===== config.mk =====
export PLATFORM = sky130hd
export DESIGN_NAME = axi_adapter
export DESIGN_NICKNAME = d
export VERILOG_FILES = /design/src/hdl/axi_adapter_pkg.sv /design/src/hdl/beat_counter.sv /design/src/hdl/axi_channel_driver.sv /design/src/hdl/line_assembler.sv /design/src/hdl/axi_adapter_fsm.sv /design/src/hdl/axi_adapter.sv
export SDC_FILE = /design/constraint.sdc
export NUM_CORES = 1
export LEC_CHECK = 0
export BUFFER_PORTS_ARGS = -buffer_cell sky130_fd_sc_hd__clkbuf_2
export CORE_AREA = 5 5 387 389
export CTS_CLUSTER_SIZE = 20
export DETAILED_ROUTE_END_ITERATION = 10
export DIE_AREA = 0 0 392 394
export PLACE_DENSITY = 0.37
export SLEW_MARGIN = 10
export SYNTH_ARGS = -nofsm -noshare
export SYNTH_HDL_FRONTEND = slang
export SYNTH_HIERARCHICAL = 1
export SYNTH_SLANG_ARGS = --single-unit

===== constraint.sdc =====
create_clock -name clk_i -period 5.8 [get_ports clk_i]
set_input_delay 1.16 -clock clk_i [delete_from_list [all_inputs] [get_ports clk_i]]
set_output_delay 1.16 -clock clk_i [all_outputs]
set_load 0.005 [all_outputs]

===== src/hdl/axi_adapter_pkg.sv =====
// Shared bus widths, AXI channel structs and request types of the cache AXI adapter
package axi_adapter_pkg;

  // --------------------------------------------------
  // bus widths
  // --------------------------------------------------
  localparam int unsigned AddrWidth  = 64;
  localparam int unsigned DataWidth  = 64;
  localparam int unsigned IdWidth    = 4;
  localparam int unsigned StrbWidth  = DataWidth / 8;
  // byte select bits inside one beat
  localparam int unsigned ByteOffset = 3;

  typedef logic [AddrWidth-1:0] addr_t;
  typedef logic [DataWidth-1:0] data_t;
  typedef logic [StrbWidth-1:0] strb_t;
  typedef logic [IdWidth-1:0]   id_t;

  // single word or whole cache line
  typedef enum logic {
    SINGLE_REQ = 1'b0,
    LINE_REQ   = 1'b1
  } req_type_e;

  // AXI burst encodings, wrap is never issued
  typedef enum logic [1:0] {
    BURST_FIXED = 2'b00,
    BURST_INCR  = 2'b01
  } burst_e;

  // --------------------------------------------------
  // channel payloads
  // --------------------------------------------------
  // shared by AW and AR
  typedef struct packed {
    addr_t      addr;
    logic [7:0] len;
    logic [2:0] size;
    burst_e     burst;
    id_t        id;
  } ax_chan_t;

  typedef struct packed {
    data_t data;
    strb_t strb;
    logic  last;
  } w_chan_t;

  typedef struct packed {
    data_t data;
    id_t   id;
    logic  last;
  } r_chan_t;

  typedef struct packed {
    id_t        id;
    logic [1:0] resp;
  } b_chan_t;

  // master to slave
  typedef struct packed {
    ax_chan_t aw;
    logic     aw_valid;
    w_chan_t  w;
    logic     w_valid;
    logic     b_ready;
    ax_chan_t ar;
    logic     ar_valid;
    logic     r_ready;
  } axi_req_t;

  // slave to master
  typedef struct packed {
    logic    aw_ready;
    logic    w_ready;
    b_chan_t b;
    logic    b_valid;
    r_chan_t r;
    logic    r_valid;
    logic    ar_ready;
  } axi_rsp_t;

endpackage


===== src/hdl/beat_counter.sv =====
// Beat counter that tracks the accepted data beats of one cache-line burst
module beat_counter #(
  parameter int unsigned BeatsPerLine = 4
) (
  input  logic                            clk_i,
  input  logic                            rst_ni,
  input  logic                            clear_i,
  input  logic                            advance_i,
  output logic [$clog2(BeatsPerLine)-1:0] beat_idx_o,
  output logic                            last_beat_o
);

  localparam int unsigned IdxWidth = $clog2(BeatsPerLine);

  logic [IdxWidth-1:0] cnt_q;

  // clear wins over advance
  always_ff @(posedge clk_i or negedge rst_ni) begin
    if (!rst_ni) begin
      cnt_q <= '0;
    end else if (clear_i) begin
      cnt_q <= '0;
    end else if (advance_i) begin
      cnt_q <= cnt_q + 1'b1;
    end
  end

  assign beat_idx_o  = cnt_q;
  assign last_beat_o = (cnt_q == IdxWidth'(BeatsPerLine - 1));

  // the final beat of a line closes the burst, it never moves the count on
  a_no_advance_past_last : assert property (
    @(posedge clk_i) disable iff (!rst_ni)
    advance_i |-> !last_beat_o
  ) else $error("beat counter advanced beyond the last beat of a line");

endmodule


===== src/hdl/axi_channel_driver.sv =====
// AXI channel driver that builds the AW, AR and W payloads from the cache request
module axi_channel_driver #(
  parameter int unsigned BeatsPerLine = 4
) (
  input  axi_adapter_pkg::req_type_e                   req_type_i,
  input  axi_adapter_pkg::addr_t                       addr_i,
  input  logic [1:0]                                   size_i,
  input  axi_adapter_pkg::id_t                         id_i,
  input  axi_adapter_pkg::data_t [BeatsPerLine-1:0]    wdata_i,
  input  axi_adapter_pkg::strb_t [BeatsPerLine-1:0]    be_i,
  input  logic [$clog2(BeatsPerLine)-1:0]              beat_idx_i,
  input  logic                                         last_beat_i,
  output axi_adapter_pkg::ax_chan_t                    aw_o,
  output axi_adapter_pkg::ax_chan_t                    ar_o,
  output axi_adapter_pkg::w_chan_t                     w_o
);

  // address bits below the line base
  localparam int unsigned LineOffsetBits = $clog2(BeatsPerLine) + axi_adapter_pkg::ByteOffset;

  logic                   line_req;
  logic [7:0]             burst_len;
  axi_adapter_pkg::addr_t line_base;

  assign line_req  = (req_type_i == axi_adapter_pkg::LINE_REQ);
  assign burst_len = line_req ? 8'(BeatsPerLine - 1) : 8'd0;

  always_comb begin
    line_base = addr_i;
    line_base[LineOffsetBits-1:0] = '0;
  end

  // --------------------------------------------------
  // address channels
  // --------------------------------------------------
  always_comb begin
    aw_o.addr  = addr_i;
    aw_o.len   = burst_len;
    aw_o.size  = {1'b0, size_i};
    aw_o.burst = axi_adapter_pkg::BURST_INCR;
    aw_o.id    = id_i;

    // incrementing line reads start at the line base
    ar_o.addr  = line_req ? line_base : addr_i;
    ar_o.len   = burst_len;
    ar_o.size  = {1'b0, size_i};
    ar_o.burst = axi_adapter_pkg::BURST_INCR;
    ar_o.id    = id_i;
  end

  // write data follows the beat index for lines, word zero otherwise
  assign w_o.data = line_req ? wdata_i[beat_idx_i] : wdata_i[0];
  assign w_o.strb = line_req ? be_i[beat_idx_i] : be_i[0];
  assign w_o.last = line_req ? last_beat_i : 1'b1;

endmodule


===== src/hdl/line_assembler.sv =====
// Line assembler that collects read beats into the line buffer and flags the critical word
module line_assembler #(
  parameter int unsigned BeatsPerLine = 4
) (
  input  logic                                      clk_i,
  input  logic                                      rst_ni,
  input  logic                                      start_i,
  input  axi_adapter_pkg::addr_t                    addr_i,
  input  logic                                      line_req_i,
  input  logic                                      capture_i,
  input  logic [$clog2(BeatsPerLine)-1:0]           beat_idx_i,
  input  axi_adapter_pkg::r_chan_t                  r_i,
  output axi_adapter_pkg::data_t [BeatsPerLine-1:0] line_o,
  output axi_adapter_pkg::id_t                      id_o,
  output axi_adapter_pkg::data_t                    critical_word_o,
  output logic                                      critical_word_valid_o
);

  localparam int unsigned IdxWidth = $clog2(BeatsPerLine);

  logic [IdxWidth-1:0]                       offset_q;
  logic                                      line_req_q;
  logic [IdxWidth-1:0]                       slot;
  axi_adapter_pkg::data_t [BeatsPerLine-1:0] line_q;
  axi_adapter_pkg::id_t                      id_q;

  // --------------------------------------------------
  // request context, taken when AR is accepted
  // --------------------------------------------------
  always_ff @(posedge clk_i or negedge rst_ni) begin
    if (!rst_ni) begin
      offset_q   <= '0;
      line_req_q <= 1'b0;
      id_q       <= '0;
    end else begin
      if (start_i) begin
        offset_q   <= addr_i[axi_adapter_pkg::ByteOffset +: IdxWidth];
        line_req_q <= line_req_i;
      end
      if (capture_i && r_i.last) begin
        id_q <= r_i.id;
      end
    end
  end

  // single reads always land in slot zero
  assign slot = line_req_q ? beat_idx_i : '0;

  always_ff @(posedge clk_i) begin
    if (capture_i) begin
      line_q[slot] <= r_i.data;
    end
  end

  assign line_o = line_q;
  assign id_o   = id_q;

  // critical word goes out straight from the bus, one cycle ahead of the buffer
  assign critical_word_o       = r_i.data;
  assign critical_word_valid_o = capture_i && (!line_req_q || (beat_idx_i == offset_q));

endmodule


===== src/hdl/axi_adapter_fsm.sv =====
// Transaction FSM of the adapter that sequences the AXI channels for one request at a time
module axi_adapter_fsm #(
  parameter int unsigned BeatsPerLine = 4
) (
  input  logic                       clk_i,
  input  logic                       rst_ni,
  input  logic                       req_i,
  input  logic                       we_i,
  input  axi_adapter_pkg::req_type_e req_type_i,
  input  axi_adapter_pkg::axi_rsp_t  axi_rsp_i,
  input  logic                       last_beat_i,
  output logic                       gnt_o,
  output logic                       busy_o,
  output logic                       valid_o,
  output logic                       aw_valid_o,
  output logic                       w_valid_o,
  output logic                       ar_valid_o,
  output logic                       b_ready_o,
  output logic                       r_ready_o,
  output logic                       cnt_clear_o,
  output logic                       cnt_advance_o,
  output logic                       rd_start_o,
  output logic                       rd_capture_o,
  output logic                       wr_id_sel_o
);

  typedef enum logic [2:0] {
    IDLE,
    WAIT_AW_W,
    WAIT_AW,
    WAIT_W,
    WAIT_B,
    WAIT_R,
    COMPLETE_READ
  } state_e;

  state_e state_q;
  state_e state_d;

  logic w_hs;
  logic r_hs;
  logic ar_hs;
  logic w_last;

  // line length is limited to what the beat index and len field are sized for
  if (!(BeatsPerLine inside {2, 4, 8})) begin : g_beats_check
    $error("BeatsPerLine must be 2, 4 or 8");
  end

  // --------------------------------------------------
  // handshakes
  // --------------------------------------------------
  assign w_hs   = w_valid_o && axi_rsp_i.w_ready;
  assign r_hs   = r_ready_o && axi_rsp_i.r_valid;
  assign ar_hs  = ar_valid_o && axi_rsp_i.ar_ready;
  // single writes have only one beat
  assign w_last = (req_type_i == axi_adapter_pkg::SINGLE_REQ) || last_beat_i;

  // --------------------------------------------------
  // next state and channel control
  // --------------------------------------------------
  always_comb begin
    state_d    = state_q;
    gnt_o      = 1'b0;
    valid_o    = 1'b0;
    aw_valid_o = 1'b0;
    w_valid_o  = 1'b0;
    ar_valid_o = 1'b0;
    b_ready_o  = 1'b0;
    r_ready_o  = 1'b0;

    case (state_q)
      IDLE: begin
        if (req_i) begin
          if (we_i) begin
            state_d = WAIT_AW_W;
          end else begin
            // reads go out at once and are granted on AR acceptance
            ar_valid_o = 1'b1;
            if (axi_rsp_i.ar_ready) begin
              gnt_o   = 1'b1;
              state_d = WAIT_R;
            end
          end
        end
      end

      // address and data both still owed
      WAIT_AW_W: begin
        aw_valid_o = 1'b1;
        w_valid_o  = 1'b1;
        case ({axi_rsp_i.aw_ready, axi_rsp_i.w_ready && w_last})
          2'b11: begin
            gnt_o   = 1'b1;
            state_d = WAIT_B;
          end
          2'b10:   state_d = WAIT_W;
          2'b01:   state_d = WAIT_AW;
          default: state_d = WAIT_AW_W;
        endcase
      end

      // all data sent, address pending
      WAIT_AW: begin
        aw_valid_o = 1'b1;
        if (axi_rsp_i.aw_ready) begin
          gnt_o   = 1'b1;
          state_d = WAIT_B;
        end
      end

      // address taken, remaining beats pending
      WAIT_W: begin
        w_valid_o = 1'b1;
        if (axi_rsp_i.w_ready && w_last) begin
          gnt_o   = 1'b1;
          state_d = WAIT_B;
        end
      end

      WAIT_B: begin
        if (axi_rsp_i.b_valid) begin
          b_ready_o = 1'b1;
          valid_o   = 1'b1;
          state_d   = IDLE;
        end
      end

      WAIT_R: begin
        r_ready_o = 1'b1;
        if (axi_rsp_i.r_valid && axi_rsp_i.r.last) begin
          state_d = COMPLETE_READ;
        end
      end

      // line buffer holds the last beat now
      COMPLETE_READ: begin
        valid_o = 1'b1;
        state_d = IDLE;
      end

      default: state_d = IDLE;
    endcase
  end

  always_ff @(posedge clk_i or negedge rst_ni) begin
    if (!rst_ni) begin
      state_q <= IDLE;
    end else begin
      state_q <= state_d;
    end
  end

  assign busy_o = (state_q != IDLE);

  // counter sits at zero between requests and stops on the closing beat
  assign cnt_clear_o   = (state_q == IDLE);
  assign cnt_advance_o = (w_hs && !w_last) || (r_hs && !axi_rsp_i.r.last);

  assign rd_start_o   = ar_hs;
  assign rd_capture_o = r_hs;
  assign wr_id_sel_o  = (state_q == WAIT_B);

  a_gnt_needs_req : assert property (
    @(posedge clk_i) disable iff (!rst_ni)
    gnt_o |-> req_i
  ) else $error("grant issued without a pending request");

endmodule


===== src/hdl/axi_adapter.sv =====
// Cache to AXI adapter top level that joins the FSM, beat counter, channel driver and line buffer
module axi_adapter #(
  parameter int unsigned BeatsPerLine = 4
) (
  input  logic                                      clk_i,
  input  logic                                      rst_ni,
  // cache side
  input  logic                                      req_i,
  input  axi_adapter_pkg::req_type_e                req_type_i,
  output logic                                      gnt_o,
  output logic                                      busy_o,
  input  axi_adapter_pkg::addr_t                    addr_i,
  input  logic                                      we_i,
  input  axi_adapter_pkg::data_t [BeatsPerLine-1:0] wdata_i,
  input  axi_adapter_pkg::strb_t [BeatsPerLine-1:0] be_i,
  input  logic [1:0]                                size_i,
  input  axi_adapter_pkg::id_t                      id_i,
  output logic                                      valid_o,
  output axi_adapter_pkg::data_t [BeatsPerLine-1:0] rdata_o,
  output axi_adapter_pkg::id_t                      id_o,
  output axi_adapter_pkg::data_t                    critical_word_o,
  output logic                                      critical_word_valid_o,
  // bus side
  output axi_adapter_pkg::axi_req_t                 axi_req_o,
  input  axi_adapter_pkg::axi_rsp_t                 axi_rsp_i
);

  logic                              cnt_clear;
  logic                              cnt_advance;
  logic [$clog2(BeatsPerLine)-1:0]   beat_idx;
  logic                              last_beat;
  logic                              rd_start;
  logic                              rd_capture;
  logic                              wr_id_sel;
  logic                              aw_valid;
  logic                              w_valid;
  logic                              ar_valid;
  logic                              b_ready;
  logic                              r_ready;
  axi_adapter_pkg::ax_chan_t         aw;
  axi_adapter_pkg::ax_chan_t         ar;
  axi_adapter_pkg::w_chan_t          w;
  axi_adapter_pkg::id_t              rd_id;

  axi_adapter_fsm #(
    .BeatsPerLine (BeatsPerLine)
  ) u_fsm (
    .clk_i         (clk_i),
    .rst_ni        (rst_ni),
    .req_i         (req_i),
    .we_i          (we_i),
    .req_type_i    (req_type_i),
    .axi_rsp_i     (axi_rsp_i),
    .last_beat_i   (last_beat),
    .gnt_o         (gnt_o),
    .busy_o        (busy_o),
    .valid_o       (valid_o),
    .aw_valid_o    (aw_valid),
    .w_valid_o     (w_valid),
    .ar_valid_o    (ar_valid),
    .b_ready_o     (b_ready),
    .r_ready_o     (r_ready),
    .cnt_clear_o   (cnt_clear),
    .cnt_advance_o (cnt_advance),
    .rd_start_o    (rd_start),
    .rd_capture_o  (rd_capture),
    .wr_id_sel_o   (wr_id_sel)
  );

  beat_counter #(
    .BeatsPerLine (BeatsPerLine)
  ) u_beat_counter (
    .clk_i       (clk_i),
    .rst_ni      (rst_ni),
    .clear_i     (cnt_clear),
    .advance_i   (cnt_advance),
    .beat_idx_o  (beat_idx),
    .last_beat_o (last_beat)
  );

  axi_channel_driver #(
    .BeatsPerLine (BeatsPerLine)
  ) u_channel_driver (
    .req_type_i  (req_type_i),
    .addr_i      (addr_i),
    .size_i      (size_i),
    .id_i        (id_i),
    .wdata_i     (wdata_i),
    .be_i        (be_i),
    .beat_idx_i  (beat_idx),
    .last_beat_i (last_beat),
    .aw_o        (aw),
    .ar_o        (ar),
    .w_o         (w)
  );

  // line-ness is latched inside the assembler when AR is accepted
  line_assembler #(
    .BeatsPerLine (BeatsPerLine)
  ) u_line_assembler (
    .clk_i                 (clk_i),
    .rst_ni                (rst_ni),
    .start_i               (rd_start),
    .addr_i                (addr_i),
    .line_req_i            (req_type_i == axi_adapter_pkg::LINE_REQ),
    .capture_i             (rd_capture),
    .beat_idx_i            (beat_idx),
    .r_i                   (axi_rsp_i.r),
    .line_o                (rdata_o),
    .id_o                  (rd_id),
    .critical_word_o       (critical_word_o),
    .critical_word_valid_o (critical_word_valid_o)
  );

  // --------------------------------------------------
  // bus request assembly
  // --------------------------------------------------
  always_comb begin
    axi_req_o.aw       = aw;
    axi_req_o.aw_valid = aw_valid;
    axi_req_o.w        = w;
    axi_req_o.w_valid  = w_valid;
    axi_req_o.b_ready  = b_ready;
    axi_req_o.ar       = ar;
    axi_req_o.ar_valid = ar_valid;
    axi_req_o.r_ready  = r_ready;
  end

  // write responses carry their own ID
  assign id_o = wr_id_sel ? axi_rsp_i.b.id : rd_id;

  // a stalled W beat must hold its payload until the slave takes it
  a_w_stable : assert property (
    @(posedge clk_i) disable iff (!rst_ni)
    (axi_req_o.w_valid && !axi_rsp_i.w_ready) |=> (axi_req_o.w_valid && $stable(axi_req_o.w))
  ) else $error("W beat dropped or changed while stalled");

endmodule


* Yosys cells after proc, flatten, opt, wreduce, memory -nomap -nowiden
Cells that the tools add are included.
Storage, ports and cells: bits in registers 268, output and inout port bits 568, logic and storage cells 94
Operators by class: add/sub/neg operators 1, magnitude comparators 3, eq/ne operators 17, mux-type cells 41, bitwise logic cells 1, reduce and logical (&&, ||, !) cells 22
Operators with widths (count):
- bitwise mux 256 bit | 1
- 2-to-1 mux 64 bit | 3
- binary-select mux 64 bit (select 2 bit) | 1
- demux 64 bit (select 2 bit) | 1
- 2-to-1 mux 3 bit | 7
- one-hot mux 3 bit (6 select lines) | 1
- binary-select mux 8 bit (select 2 bit) | 1
- 2-to-1 mux 8 bit | 2
- 2-to-1 mux 1 bit | 15
- logical AND 1 bit | 10
- equality test 3 bit, second input constant | 3
- one-hot mux 3 bit (3 select lines) | 1
- 2-to-1 mux 2 bit | 4
- equality test 2 bit, second input constant | 3
- equality test 3 x 2 -> 1 bit, second input constant | 2
- < comparator 2 x 3 -> 1 bit, second input constant | 2
- inequality test 2 bit, second input constant | 3
- AND reduction 6 bit | 1
- 2-to-1 mux 5 bit | 1
- 2-to-1 mux 4 bit | 1
- inequality test 2 x 1 -> 1 bit, second input constant | 2
- one-hot mux 1 bit (4 select lines) | 1
- OR reduction 2 bit | 2
- equality test 3 x 1 -> 1 bit, second input constant | 1
- 12 further kinds | 16

* Longest topological paths before layout
Gate-level depths: netlist (run 1).
depth in word-level cells 8, depth in mapped cells 7, mapped depth without buffers 7

* Cells and area by module
The synthesis (run 1) kept the hierarchy.
By module, submodules not included:
- line_assembler | times used 1, cells each 347, area an instance 8509.4 µm²
- axi_channel_driver | times used 1, cells each 583, area an instance 4654.5 µm²
- axi_adapter_fsm | times used 1, cells each 52, area an instance 400.4 µm²
- beat_counter | times used 1, cells each 7, area an instance 88.8 µm²
- axi_adapter | times used 1, cells each 9, area an instance 82.6 µm²

* Least setup slack after synthesis (run 1)
Ideal clock, no wire load.
kind input port to flip-flop, start point input axi_rsp_i[1] in the netlist's numbering, end point register u_line_assembler.line_q, in the netlist u_line_assembler/line_o[128], enable pin, data arrival time 5798 ps, data required time 5235 ps, path slack -562 ps, stages 3, cell sequence and3_1 > nand2_1 > nor3_1
On the way: cells in the longest elaborated chain, start to end 1
Ends and longest elaborated chain:
- start: declaration | RTL line axi_adapter.sv:25 | input axi_adapter_pkg::axi_rsp_t axi_rsp_i
- logical AND 1 bit | RTL line axi_adapter_fsm.sv:54 | assign r_hs = r_ready_o && axi_rsp_i.r_valid;
- end signal: indexed assignment | RTL line line_assembler.sv:51 | line_q[slot] <= r_i.data;
- end: declaration | RTL line line_assembler.sv:24 | axi_adapter_pkg::data_t [BeatsPerLine-1:0] line_q;
Every way passes these cells. A chain may end at the register's enable or synchronous reset.

==> summary.txt, run 1 <==
Clocking
  • Clock slew at reported path FFs: 0.06 ns
  • Maximum clock path buffer count: 3
  • Num CTS Buffers: 34
  • Num Clock Sinks: between 200 and 300
  • Number of hold buffers added after cts: 0
  • CTS tree: yes
  • H-Tree Depth: 2
  • CTS root buf: clkbuf_16
  • Post-CTS Setup Repair Bufs: 0
  • Resized Gates After CTS: 0
  • Worst skew pair latency: roughly 0.55 ns

Synth
  • Post-synth top flop: edfxtp_1
  • Yosys cell types: 46
  • Yosys warning total: 6
  • EDFF count, synth: approximately 260
  • Ys async rst share: between 4 and 5%
  • Post-Synthesis Cell Area: around 0.014 sq mm
  • Seq/Total Area, Yosys: ~58%
  • Synthesized instance count: 998
  • FF+latch count, synth: 268
  • Syn Area/Cell: about 14 sq um

Timing
  • Final hold viol count: 0
  • Tcrit/Tclk final: between 80% and 90%
  • Worst-margin pin slew: slightly above 0.9 ns
  • Setup Skew: approximately 0.013 ns
  • Max-slew headroom: roughly 40%
  • Setup TNS: 0 ns
  • Final Slew Violations: 0
  • Final setup viols: 0
  • RSZ-0062 raised after global routing: false
  • Maximum clock frequency: between 200 and 250 MHz
  • Fin crit period: about 4.7 ns

Setup path
  • Crit path kind: reg2out
  • WP data required: 4.64 ns
  • Reg2Reg Setup Slack: around 3.2 ns
  • Cell count of the worst reg-to-reg path: 4
  • Nature of the critical path endpoint: output pin
  • Reg-to-Reg End: u_line_assembler/line_o[51]$_DFFE_PP_
  • Critical path arrival: 3.51 ns
  • R2R Path Start: u_fsm/state_q[2]$_DFFE_PN0P_
  • Crit path launch type: flop
  • Worst Path Max Fanout: 35

Layout
  • Nets: 2028
  • P&R area growth vs syn: 41.7%
  • Ratio of cells with drive above 1 in the final layout: ~63%
  • Final-layout fill cell count: approximately 17000
  • Most frequent cells in the layout: clkbuf_2, edfxtp_1, nand3b_1, a21oi_1, mux2_4
  • Commonest non-fill, non-tap cell in the layout: clkbuf_2
  • Final Non-Filler Cells: between 3000 and 4000

Power
  • Pwr Density: between 200 and 300 mW/mm^2
  • Internal: just over 4 mW
  • Comb pwr share: between 20% and 30%
  • Clock power share: 36.7%
  • PnR Total Power: around 5.8 mW
  • Flop pwr share: about two fifths
  • Sw Share: approximately 30%
  • Sw power: about 1.8 mW
  • Lkg Pwr: roughly 7.6 nW
  • VDD IR max: 0.000122 V

Floorplan
  • Die width: about 390 um
  • Initial Utilization: a little under a tenth
  • CORE AREA: between 0.1 and 0.15 sq mm
  • I/O pin count: roughly 1000
  • Row Count: approximately 140
  • Chip height: 394 um
  • Die area: around 0.15 sq mm

Flow run
  • MaxCap Viol Count: 0

Hold path
  • Hold Crit Depth: 1
  • Hold Path Sink: u_line_assembler/id_o[2]$_DFFE_PN0P_
  • Hold crit path type: reg2reg
  • Hold_sp: u_line_assembler/id_o[2]$_DFFE_PN0P_

Drt
  • DR vias: 10500
  • Routed WL: 76900 um
  • Vias/cell: approximately 3.0
  • Antenna viol nets, final: 0
  • WL per Instance: 21.7 um
  • First drt pass iteration count: 5
  • DRC Markers: 0
  • DR iter-0 viols: roughly 520

GRT
  • Largest net degree at the start of global routing: roughly 100
  • Vias in the first global route: between 10000 and 15000
  • Grt total ovfl: 0
  • Initial antenna violation count: between 40 and 50
  • First-pass GRT wire length: 97600 um
  • Total GRT Usage: under 10%

Placed design
  • Placed insts: approximately 3500
  • Routability Congestion: between 0.7 and 0.8
  • Post-DP HPWL: around 64000 um
  • Port Buffer Count: a little under 800

Outcome
  • Status: finished clean
## cell usage after synthesis (2+ instances only)
library cell,number,area (sq um)
a21oi_1,71,355
and2_1,4,25.0
and3_1,2,12.5
buf_12,6,120
buf_2,24,120
buf_4,229,1720
buf_6,8,90.1
clkbuf_1,17,63.8
conb_1,2,7.51
dfrtp_1,12,300
edfxtp_1,256,7690
ha_1,3,37.5
inv_1,4,15.0
inv_2,2,7.51
mux2_2,28,315
mux2_4,54,811
nand2_1,4,15.0
nand2b_1,4,25.0
nand3_1,2,10.0
nand3b_1,71,533
nor2_1,11,41.3
nor2b_1,14,87.6
nor3_1,3,15.0
o211ai_1,3,22.5
o21ai_0,34,170
o21ai_1,39,195
o22ai_1,21,131
o22ai_2,50,626
xnor2_1,2,17.5
xor2_1,2,17.5
## power by group through the flow
stage          Combinational [mW]  Sequential (mW)  Clock (mW)
2_1_floorplan               0.792             2.30           0
3_3_place_gp                 1.44             2.34           0
3_5_place_dp                 1.43             2.34           0
4_1_cts                      1.44             2.30        2.24
5_1_grt                      1.51             2.31        2.31
6_report                     1.38             2.30        2.13
## worst max-delay path, stage by stage (launching register included)
cell and delay, ns:
dfrtp_1 0.93, clkinv_2 0.88, a21oi_1 0.82, clkbuf_2 0.23
## per-layer routing
| layer | vias up | share of wire (%) | track usage [%] |
|---|---|---|---|
| met5 | - | 0.062 | 0 |
| met4 | 8 | 3.0 | 2.71 |
| met3 | 140 | 9.0 | 3.18 |
| met2 | 670 | 49 | 16.4 |
| met1 | 5002 | 39 | 10.7 |
| li1 | 4657 | - | - |
## registers in the layout (all words and copies together) (netlist names)
name	count
u_line_assembler/line_o	256
u_line_assembler/id_o	4
u_fsm/state_q	3
u_beat_counter/beat_idx_o	2
u_line_assembler/offset_q	2
u_line_assembler/line_req_q	1
## cells by family after synthesis
group / Yosys count / synth area share (%)
AO/OA/AOI/OAI: 226 / 11.4
XOR/XNOR: 4 / 0.255
adder cells (fa/ha/maj): 3 / 0.273
buffers and inverters: 290 / 15.5
flip-flops: 268 / 58.2
multiplexers: 83 / 8.27
other: 2 / 0.0547
AND/OR/NAND/NOR: 122 / 6.02
## how the worst max path moves through the flow
stage / slack (ns) / end / from
after floorplan: 1.13 / u_line_assembler/line_o[100]$_DFFE_PP_ / axi_rsp_i[1]
after global placement: 1.30 / axi_req_o[146] / req_type_i
after detailed placement: 1.35 / axi_req_o[146] / req_type_i
after CTS: 0.75 / axi_req_o[146] / u_beat_counter/beat_idx_o[0]$_DFFE_PN0P_
after global routing: 0.77 / axi_req_o[148] / u_beat_counter/beat_idx_o[0]$_DFFE_PN0P_
final: 1.13 / axi_req_o[146] / u_beat_counter/beat_idx_o[0]$_DFFE_PN0P_
## metrics by stage
| stage | cell area [sq um] | setup slack [ns] | util [%] | hold WS [ns] |
|---|---|---|---|---|
| 2_1_floorplan | 13800 | 1.13 | - | 0.477 |
| 4_1_cts | 19500 | 0.754 | 13.3 | 0.488 |
| 5_1_grt | 19500 | 0.768 | 13.3 | 0.523 |
| 3_5_place_dp | 18300 | 1.35 | 12.5 | 0.496 |
| 3_3_place_gp | 18300 | 1.30 | 12.5 | 0.489 |
| 6_report | 19500 | 1.13 | 13.3 | 0.512 |
## layout make-up
cell class / instances / area, sq um / share of cell area [%]
diodes: 5 / 12.5 / 0.0643
flip-flops and latches: 268 / 7990 / 41.0
inverters: 6 / 23.8 / 0.122
clock inverters: 18 / 210 / 1.08
clock buffers: 42 / 901 / 4.63
well taps: 1930 / 2410 / 12.4
multi-input cells: 456 / 3710 / 19.0
repair buffers: 816 / 4210 / 21.6
No activity file was read; power rests on OpenSTA's default activity.
==> run 2: changes to the inputs <==
--- a/config.mk
+++ b/config.mk
@@ -5,12 +5,13 @@
 export SDC_FILE = /design/constraint.sdc
 export NUM_CORES = 1
 export LEC_CHECK = 0
+export ABC_AREA = 1
 export BUFFER_PORTS_ARGS = -buffer_cell sky130_fd_sc_hd__clkbuf_2
-export CORE_AREA = 5 5 387 389
+export CORE_AREA = 5 5 385 387
 export CTS_CLUSTER_SIZE = 20
 export DETAILED_ROUTE_END_ITERATION = 10
-export DIE_AREA = 0 0 392 394
-export PLACE_DENSITY = 0.37
+export DIE_AREA = 0 0 390 392
+export PLACE_DENSITY = 0.36
 export SLEW_MARGIN = 10
 export SYNTH_ARGS = -nofsm -noshare
 export SYNTH_HDL_FRONTEND = slang
==> constraint.sdc (replaced) <==
create_clock -name clk_i -period 4.6 [get_ports clk_i]
set_input_delay 0.92 -clock clk_i [delete_from_list [all_inputs] [get_ports clk_i]]
set_output_delay 0.92 -clock clk_i [all_outputs]
set_load 0.005 [all_outputs]
==> run 2 against run 1 <==
Net effect: sequential share of layout area up 0.64 points; via count rose by 10%; critical path depth is 5 higher; critical path type unchanged; sequential power is 26% higher; wire length increased by 12%; setup slack worse by 0.26 ns; area after synthesis down 2.3%; non-clock buffer count is 2 higher.
==> summary.txt, run 2 <==
Outcome
  • Status: finished clean

Timing
  • Final hold viol count: 0
  • Worst-margin pin slew: ~0.97 ns
  • Maximum clock frequency: about 270 MHz
  • RSZ-0062 raised after global routing: false
  • Final setup viols: 0
  • Max-slew headroom: between 30% and 40%
  • Tcrit/Tclk final: 80.9%
  • Fin crit period: between 3 and 4 ns
  • Setup TNS: 0 ns
  • Final Slew Violations: 0
  • Setup Skew: ~0.03 ns

Synth
  • Count leader, synth: nand2_1
  • EDFF count, synth: 256
  • Post-synth top flop: edfxtp_1
  • Synth top area share: 57.3%
  • Ys async rst share: under 10%
  • Syn Area/Cell: around 9.5 sq um
  • Yosys top cell by area: edfxtp_1
  • Yosys cell types: 25
  • Post-Synthesis Cell Area: 0.0134 sq mm
  • Seq/Total Area, Yosys: about three fifths
  • Top cells by area, synth: edfxtp_1, nand2_1, buf_4
  • Yosys warning total: 6
  • Most frequent cells after synthesis: nand2_1, edfxtp_1, buf_4
  • FF+latch count, synth: approximately 270
  • Synthesized instance count: approximately 1400

Drt
  • Antenna viol nets, final: 0
  • Vias/cell: 2.93
  • DR iter-0 viols: 541
  • DRC Markers: 0
  • DR vias: around 12000
  • Routed WL: roughly 86000 um
  • WL per Instance: 21.7 um
  • First drt pass iteration count: 4

GRT
  • Vias in the first global route: about 11000
  • First-pass GRT wire length: around 110000 um
  • Total GRT Usage: about a tenth
  • Largest net degree at the start of global routing: between 70 and 80
  • Grt total ovfl: 0
  • Initial antenna violation count: 46

Power
  • VDD IR max: about 0.00025 V
  • Lkg Pwr: ~9 nW
  • Pwr Density: roughly 400 mW/mm^2
  • PnR Total Power: between 7 and 8 mW

Layout
  • Ratio of cells with drive above 1 in the final layout: 43.2%
  • Most frequent cells in the layout: clkbuf_2, nand2_1, edfxtp_1, inv_1, nand3_1
  • Max FFs per register: around 260
  • Nets: around 2500
  • Commonest non-fill, non-tap cell in the layout: clkbuf_2
  • P&R area growth vs syn: 42.9%

Clocking
  • Num Clock Sinks: roughly 270
  • Post-CTS Setup Repair Bufs: 0
  • Num CTS Buffers: 26
  • Resized Gates After CTS: 0
  • Worst skew pair latency: around 0.57 ns
  • CTS root buf: clkbuf_16
  • Number of hold buffers added after cts: 0
  • Maximum clock path buffer count: 3
  • CTS tree: yes
  • Clock slew at reported path FFs: around 0.060 ns
  • H-Tree Depth: 1

Placed design
  • Port Buffer Count: between 700 and 800
  • Routability Congestion: 0.834
  • Post-DP HPWL: approximately 73000 um

Floorplan
  • Row Count: 140
  • Die area: 0.153 sq mm
  • Initial Utilization: a little under a tenth
  • Chip height: between 300 and 400 um
  • I/O pin count: a little over 1000
  • Die width: between 300 and 400 um
  • CORE AREA: 0.145 sq mm

Setup path
  • Worst Path Max Fanout: 36
  • Reg2Reg Setup Slack: 1.71 ns
  • Crit path launch type: flop
  • WP data required: 3.68 ns
  • Cells along the critical path: nor2_4 > buf_4 > buf_4 > nand2_1 > nand2_1 > nand2_1 > nand2_1 > clkbuf_2
  • Crit path kind: reg2out
  • Critical path arrival: approximately 2.8 ns
  • Slowest stage delay, CP: 0.71 ns
  • Nature of the critical path endpoint: output pin
  • CP most frequent cell: nand2_1
  • Slowest stage cell, crit path: dfrtp_4

Flow run
  • MaxCap Viol Count: 0

Hold path
  • Hold crit path type: in2async
-- run 2: routing by layer --
layer | vias up | wire (um) | GRT usage [%] | share of wire, %
li1 | 5379 | - | - | -
met1 | 5399 | 28500 | 10.5 | 33
met2 | 606 | 45000 | 19.3 | 52
met3 | 180 | 9550 | 4.30 | 11
met4 | 6 | 2680 | 3.39 | 3.1
met5 | - | 44 | 0 | 0.051
-- run 2: area by class of cell --
| type | count | area, sq um |
|---|---|---|
| Clock inverter | 17 | 235 |
| Antenna cell | 11 | 27.5 |
| Clock buffer | 27 | 654 |
| Timing Repair Buffer | 818 | 4250 |
| Inverter | 176 | 662 |
| Fill cell | 16700 | 125000 |
| Multi-Input combinational cell | 717 | 2950 |
| Sequential cell | 268 | 8000 |
| Tap cell | 1917 | 2400 |
-- run 2: final timing paths --
path / startpoint / endpoint / depth (start not counted)
hold / removal: rst_ni / u_fsm/state_q[1]$_DFFE_PN0P_ / 1
setup / recovery: u_beat_counter/beat_idx_o[1]$_DFFE_PN0P_ / axi_req_o[120] / 8
setup reg to reg: u_fsm/state_q[1]$_DFFE_PN0P_ / u_line_assembler/line_o[203]$_DFFE_PP_ / 7
hold reg to reg: u_line_assembler/id_o[0]$_DFFE_PN0P_ / u_line_assembler/id_o[0]$_DFFE_PN0P_ / 2
min in group clk_i: u_line_assembler/id_o[0]$_DFFE_PN0P_ / u_line_assembler/id_o[0]$_DFFE_PN0P_ / 2
max in group asynchronous: rst_ni / u_beat_counter/beat_idx_o[0]$_DFFE_PN0P_ / 1
-- run 2: logic make-up after synthesis --
| kind of cell | count (synthesis) | share of synthesized area [%] |
|---|---|---|
| other cells | 2 | 0.0560 |
| fa+ha+maj | 3 | 0.280 |
| buf+inv | 450 | 19.3 |
| simple gates | 685 | 20.4 |
| flops | 268 | 59.5 |
| compound gates | 11 | 0.466 |
-- run 2: worst max-delay path, delay by kind of cell (launching register included) --
| family | cells | cell delay (ns) |
|---|---|---|
| buf+inv | 3 | 0.96 |
| simple gates | 5 | 0.49 |
| flops | 1 | 0.71 |
-- run 2: per-stage QoR --
step | worst slack (ns) | instances | util [%] | hold WS, ns | instance area, sq um
finish | 0.878 | 3951 | 13.3 | 0.271 | 19200
detailed placement | 1.35 | 3896 | 12.6 | 0.465 | 18300
global route | 0.670 | 3943 | 13.3 | 0.274 | 19200
floorplan | 0.225 | 1435 | - | 0.442 | 13500
CTS | 0.777 | 3940 | 13.3 | 0.230 | 19200
global placement | 1.36 | 3896 | 12.6 | 0.466 | 18300
-- run 2: power by group --
| group | switching (mW) | leakage (nW) | total [mW] | internal (mW) |
|---|---|---|---|---|
| registers | 0.107 | 2.45 | 2.90 | 2.79 |
| logic | 1.78 | 6.27 | 2.53 | 0.751 |
| clock network | 0.952 | 0.431 | 2.27 | 1.31 |
==> run 3: changes to the inputs <==
--- a/config.mk
+++ b/config.mk
@@ -7,10 +7,10 @@
 export LEC_CHECK = 0
 export ABC_AREA = 1
 export BUFFER_PORTS_ARGS = -buffer_cell sky130_fd_sc_hd__clkbuf_2
-export CORE_AREA = 5 5 385 387
+export CORE_AREA = 5 5 394 396
 export CTS_CLUSTER_SIZE = 20
 export DETAILED_ROUTE_END_ITERATION = 10
-export DIE_AREA = 0 0 390 392
+export DIE_AREA = 0 0 399 401
 export PLACE_DENSITY = 0.36
 export SLEW_MARGIN = 10
 export SYNTH_ARGS = -nofsm -noshare
==> constraint.sdc (replaced) <==
create_clock -name clk_i -period 3 [get_ports clk_i]
set_input_delay 0.6 -clock clk_i [delete_from_list [all_inputs] [get_ports clk_i]]
set_output_delay 0.6 -clock clk_i [all_outputs]
set_load 0.005 [all_outputs]
==> run 3 against run 2 <==
Net effect: sequential power increased by 52%; clock skew down 0.015 ns; total power is 58% higher; via count rose by 1.5%; sequential cell count stayed put; first-iteration DRC count up 46%; setup slack worse by 0.71 ns; combinational power rose by 70%; sequential share of layout area decreased by 0.97 points; clock-buffer cell count grew 7; critical endpoint is now axi_req_o[144].
==> summary.txt, run 3 (synthesized netlist as in run 2, its figures left out) <==
Floorplan
  • I/O pin count: roughly 1000
  • Chip height: around 400 um
  • Initial Utilization: ~8.9%
  • Die width: approximately 400 um
  • CORE AREA: roughly 0.15 sq mm
  • Row Count: 143
  • Die area: between 0.15 and 0.2 sq mm

Power
  • Comb pwr share: 35.3%
  • Pwr Density: a little over 600 mW/mm^2
  • VDD IR max: around 0.00033 V
  • Clock power share: between 20% and 30%
  • Sw power: 4.44 mW
  • Sw Share: a little over a third
  • Internal: about 7.7 mW
  • Flop pwr share: 36.2%
  • Lkg Pwr: about 9.3 nW

Clocking
  • CTS tree: yes
  • Maximum clock path buffer count: 3
  • Worst skew pair latency: between 0.5 and 0.6 ns
  • Num CTS Buffers: 26
  • CTS root buf: clkbuf_16
  • Clock slew at reported path FFs: approximately 0.070 ns
  • H-Tree Depth: 1
  • Num Clock Sinks: 268

Timing
  • Max-slew headroom: between 40% and 50%
  • Maximum clock frequency: about 350 MHz
  • Final setup viols: 0
  • Final Slew Violations: 0
  • Worst-margin pin slew: about 0.77 ns
  • Final setup margin: about 0.17 ns
  • Fin crit period: 2.83 ns
  • Setup Skew: 0.0144 ns
  • RSZ-0062 raised after global routing: false
  • Tcrit/Tclk final: around 94%
  • Final hold viol count: 0

Layout
  • Ratio of cells with drive above 1 in the final layout: between 40 and 50%
  • Final-layout fill cell count: ~17000
  • P&R area growth vs syn: 46.4%
  • Most frequent cells in the layout: clkbuf_2, nand2_1, edfxtp_1, inv_1, nand3_1
  • Commonest non-fill, non-tap cell in the layout: clkbuf_2
  • Nets: approximately 2500
  • Final core occ: 13.0%
  • Max FFs per register: between 200 and 300

Setup path
  • Critical path arrival: about 2.2 ns
  • Nature of the critical path endpoint: output pin
  • Largest delay share family, worst path: buffers and inverters
  • CP most frequent cell: buf_12
  • Slowest stage cell, crit path: dfrtp_4
  • WP data required: 2.40 ns
  • Cells along the critical path: buf_12 > o21ai_4 > buf_12 > buf_12 > nand2_1 > nand2_2 > clkbuf_2
  • Crit path launch type: flop
  • Reg2Reg Setup Slack: 0.66 ns
  • Worst Path Max Fanout: 32
  • Slowest stage delay, CP: 0.53 ns
  • Bufs and invs on worst path: 4
  • Crit path kind: reg2out

GRT
  • Grt total ovfl: 0
  • Largest net degree at the start of global routing: 65
  • Vias in the first global route: between 10000 and 15000
  • First-pass GRT wire length: 105000 um
  • Initial antenna violation count: 33
  • Total GRT Usage: about a tenth

Drt
  • Vias/cell: ~2.9
  • First drt pass iteration count: 5
  • Antenna viol nets, final: 0
  • DR vias: 11700
  • DRC Markers: 0
  • DR iter-0 viols: roughly 800
  • Routed WL: 82900 um
  • WL per Instance: 20.4 um

Outcome
  • Status: finished clean

Placed design
  • Post-DP HPWL: approximately 69000 um
  • Dpl ws: slightly above 0.4 ns
  • Routability Congestion: slightly above 0.8
  • Port Buffer Count: roughly 800

Flow run
  • MaxCap Viol Count: 0

Hold path
  • Hold crit path type: in2reg
==> run 3: cell count changes in the layout (fill, tap and decap cells not counted), moves of 3 or more <==
cell,before,now
nand2_1,567,560
nand3_2,1,5
nand3_1,86,82
clkbuf_2,794,791
buf_4,16,19
clkbuf_1,1,7
buf_12,8,16
nand2_2,2,9
diode_2,11,2
clkinv_2,5,1
==> run 3: area by class of cell <==
class	count	area [sq um]	share of cell area, %
diodes	2	5.00	0.0255
repair buffers	835	4550	23.2
multi-input cells	717	3010	15.3
inverters	176	666	3.39
clock buffers	34	702	3.57
flip-flops and latches	268	8000	40.7
clock inverters	12	168	0.854
well taps	2030	2540	12.9
==> run 3: routing by layer <==
layer | global-route usage, % | wire, um | up-vias
met5 | 0 | 19 | -
li1 | - | - | 5411
met3 | 3.31 | 8420 | 153
met1 | 10.8 | 31000 | 5495
met4 | 2.60 | 2380 | 2
met2 | 17.2 | 41100 | 678
==> run 3: final timing paths <==
path                            cells after the start                                       end                                startpoint
worst max-delay path                                7                            axi_req_o[144]  u_beat_counter/beat_idx_o[1]$_DFFE_PN0P_
worst min register to register                      2      u_line_assembler/id_o[0]$_DFFE_PN0P_      u_line_assembler/id_o[0]$_DFFE_PN0P_
worst min-delay path                                1    u_line_assembler/line_o[136]$_DFFE_PP_                             axi_rsp_i[15]
worst max register to register                      8     u_line_assembler/line_o[89]$_DFFE_PP_              u_fsm/state_q[0]$_DFFE_PN0P_
min in group asynchronous                           2   u_line_assembler/line_req_q$_DFFE_PN0P_                                    rst_ni
max in group asynchronous                           2  u_beat_counter/beat_idx_o[1]$_DFFE_PN0P_                                    rst_ni
==> run 3: power groups by stage <==
stage	Clock (mW)	Sequential, mW	Combinational, mW
floorplan	0	4.46	2.10
global placement	0	4.54	4.16
detailed placement	0	4.54	4.15
CTS	3.63	4.42	4.44
global route	3.75	4.43	4.85
finish	3.47	4.41	4.29
==> run 3: repair_timing <==
action                                 CTS  global route
pin swaps                                1             2
buffers inserted                         4             2
endpoints found under the hold margin   12             0
setup endpoints to repair               55             9
resized for setup                       11             8
hold buffers                             1             0
cloned                                   1             1
==> run 3: stage by stage <==
stage                     instance area, sq um  cells  total power [mW]  hold slack, ns  setup TNS, ns
after floorplan                          13500   1435              6.56           0.304         -33.43
after global placement                   18500   4017              8.70           0.462              0
after detailed placement                 18500   4017              8.69           0.462              0
after CTS                                19500   4069              12.5           0.233        -0.0297
after global routing                     19600   4072              13.0           0.256              0
final                                    19600   4074              12.2           0.282              0
==> run 3: worst reg2reg max path: cells and delay by family (launching register included) <==
family	cells	cell delay (ns)
flops	1	0.43
simple gates	4	0.80
buf+inv	4	0.72
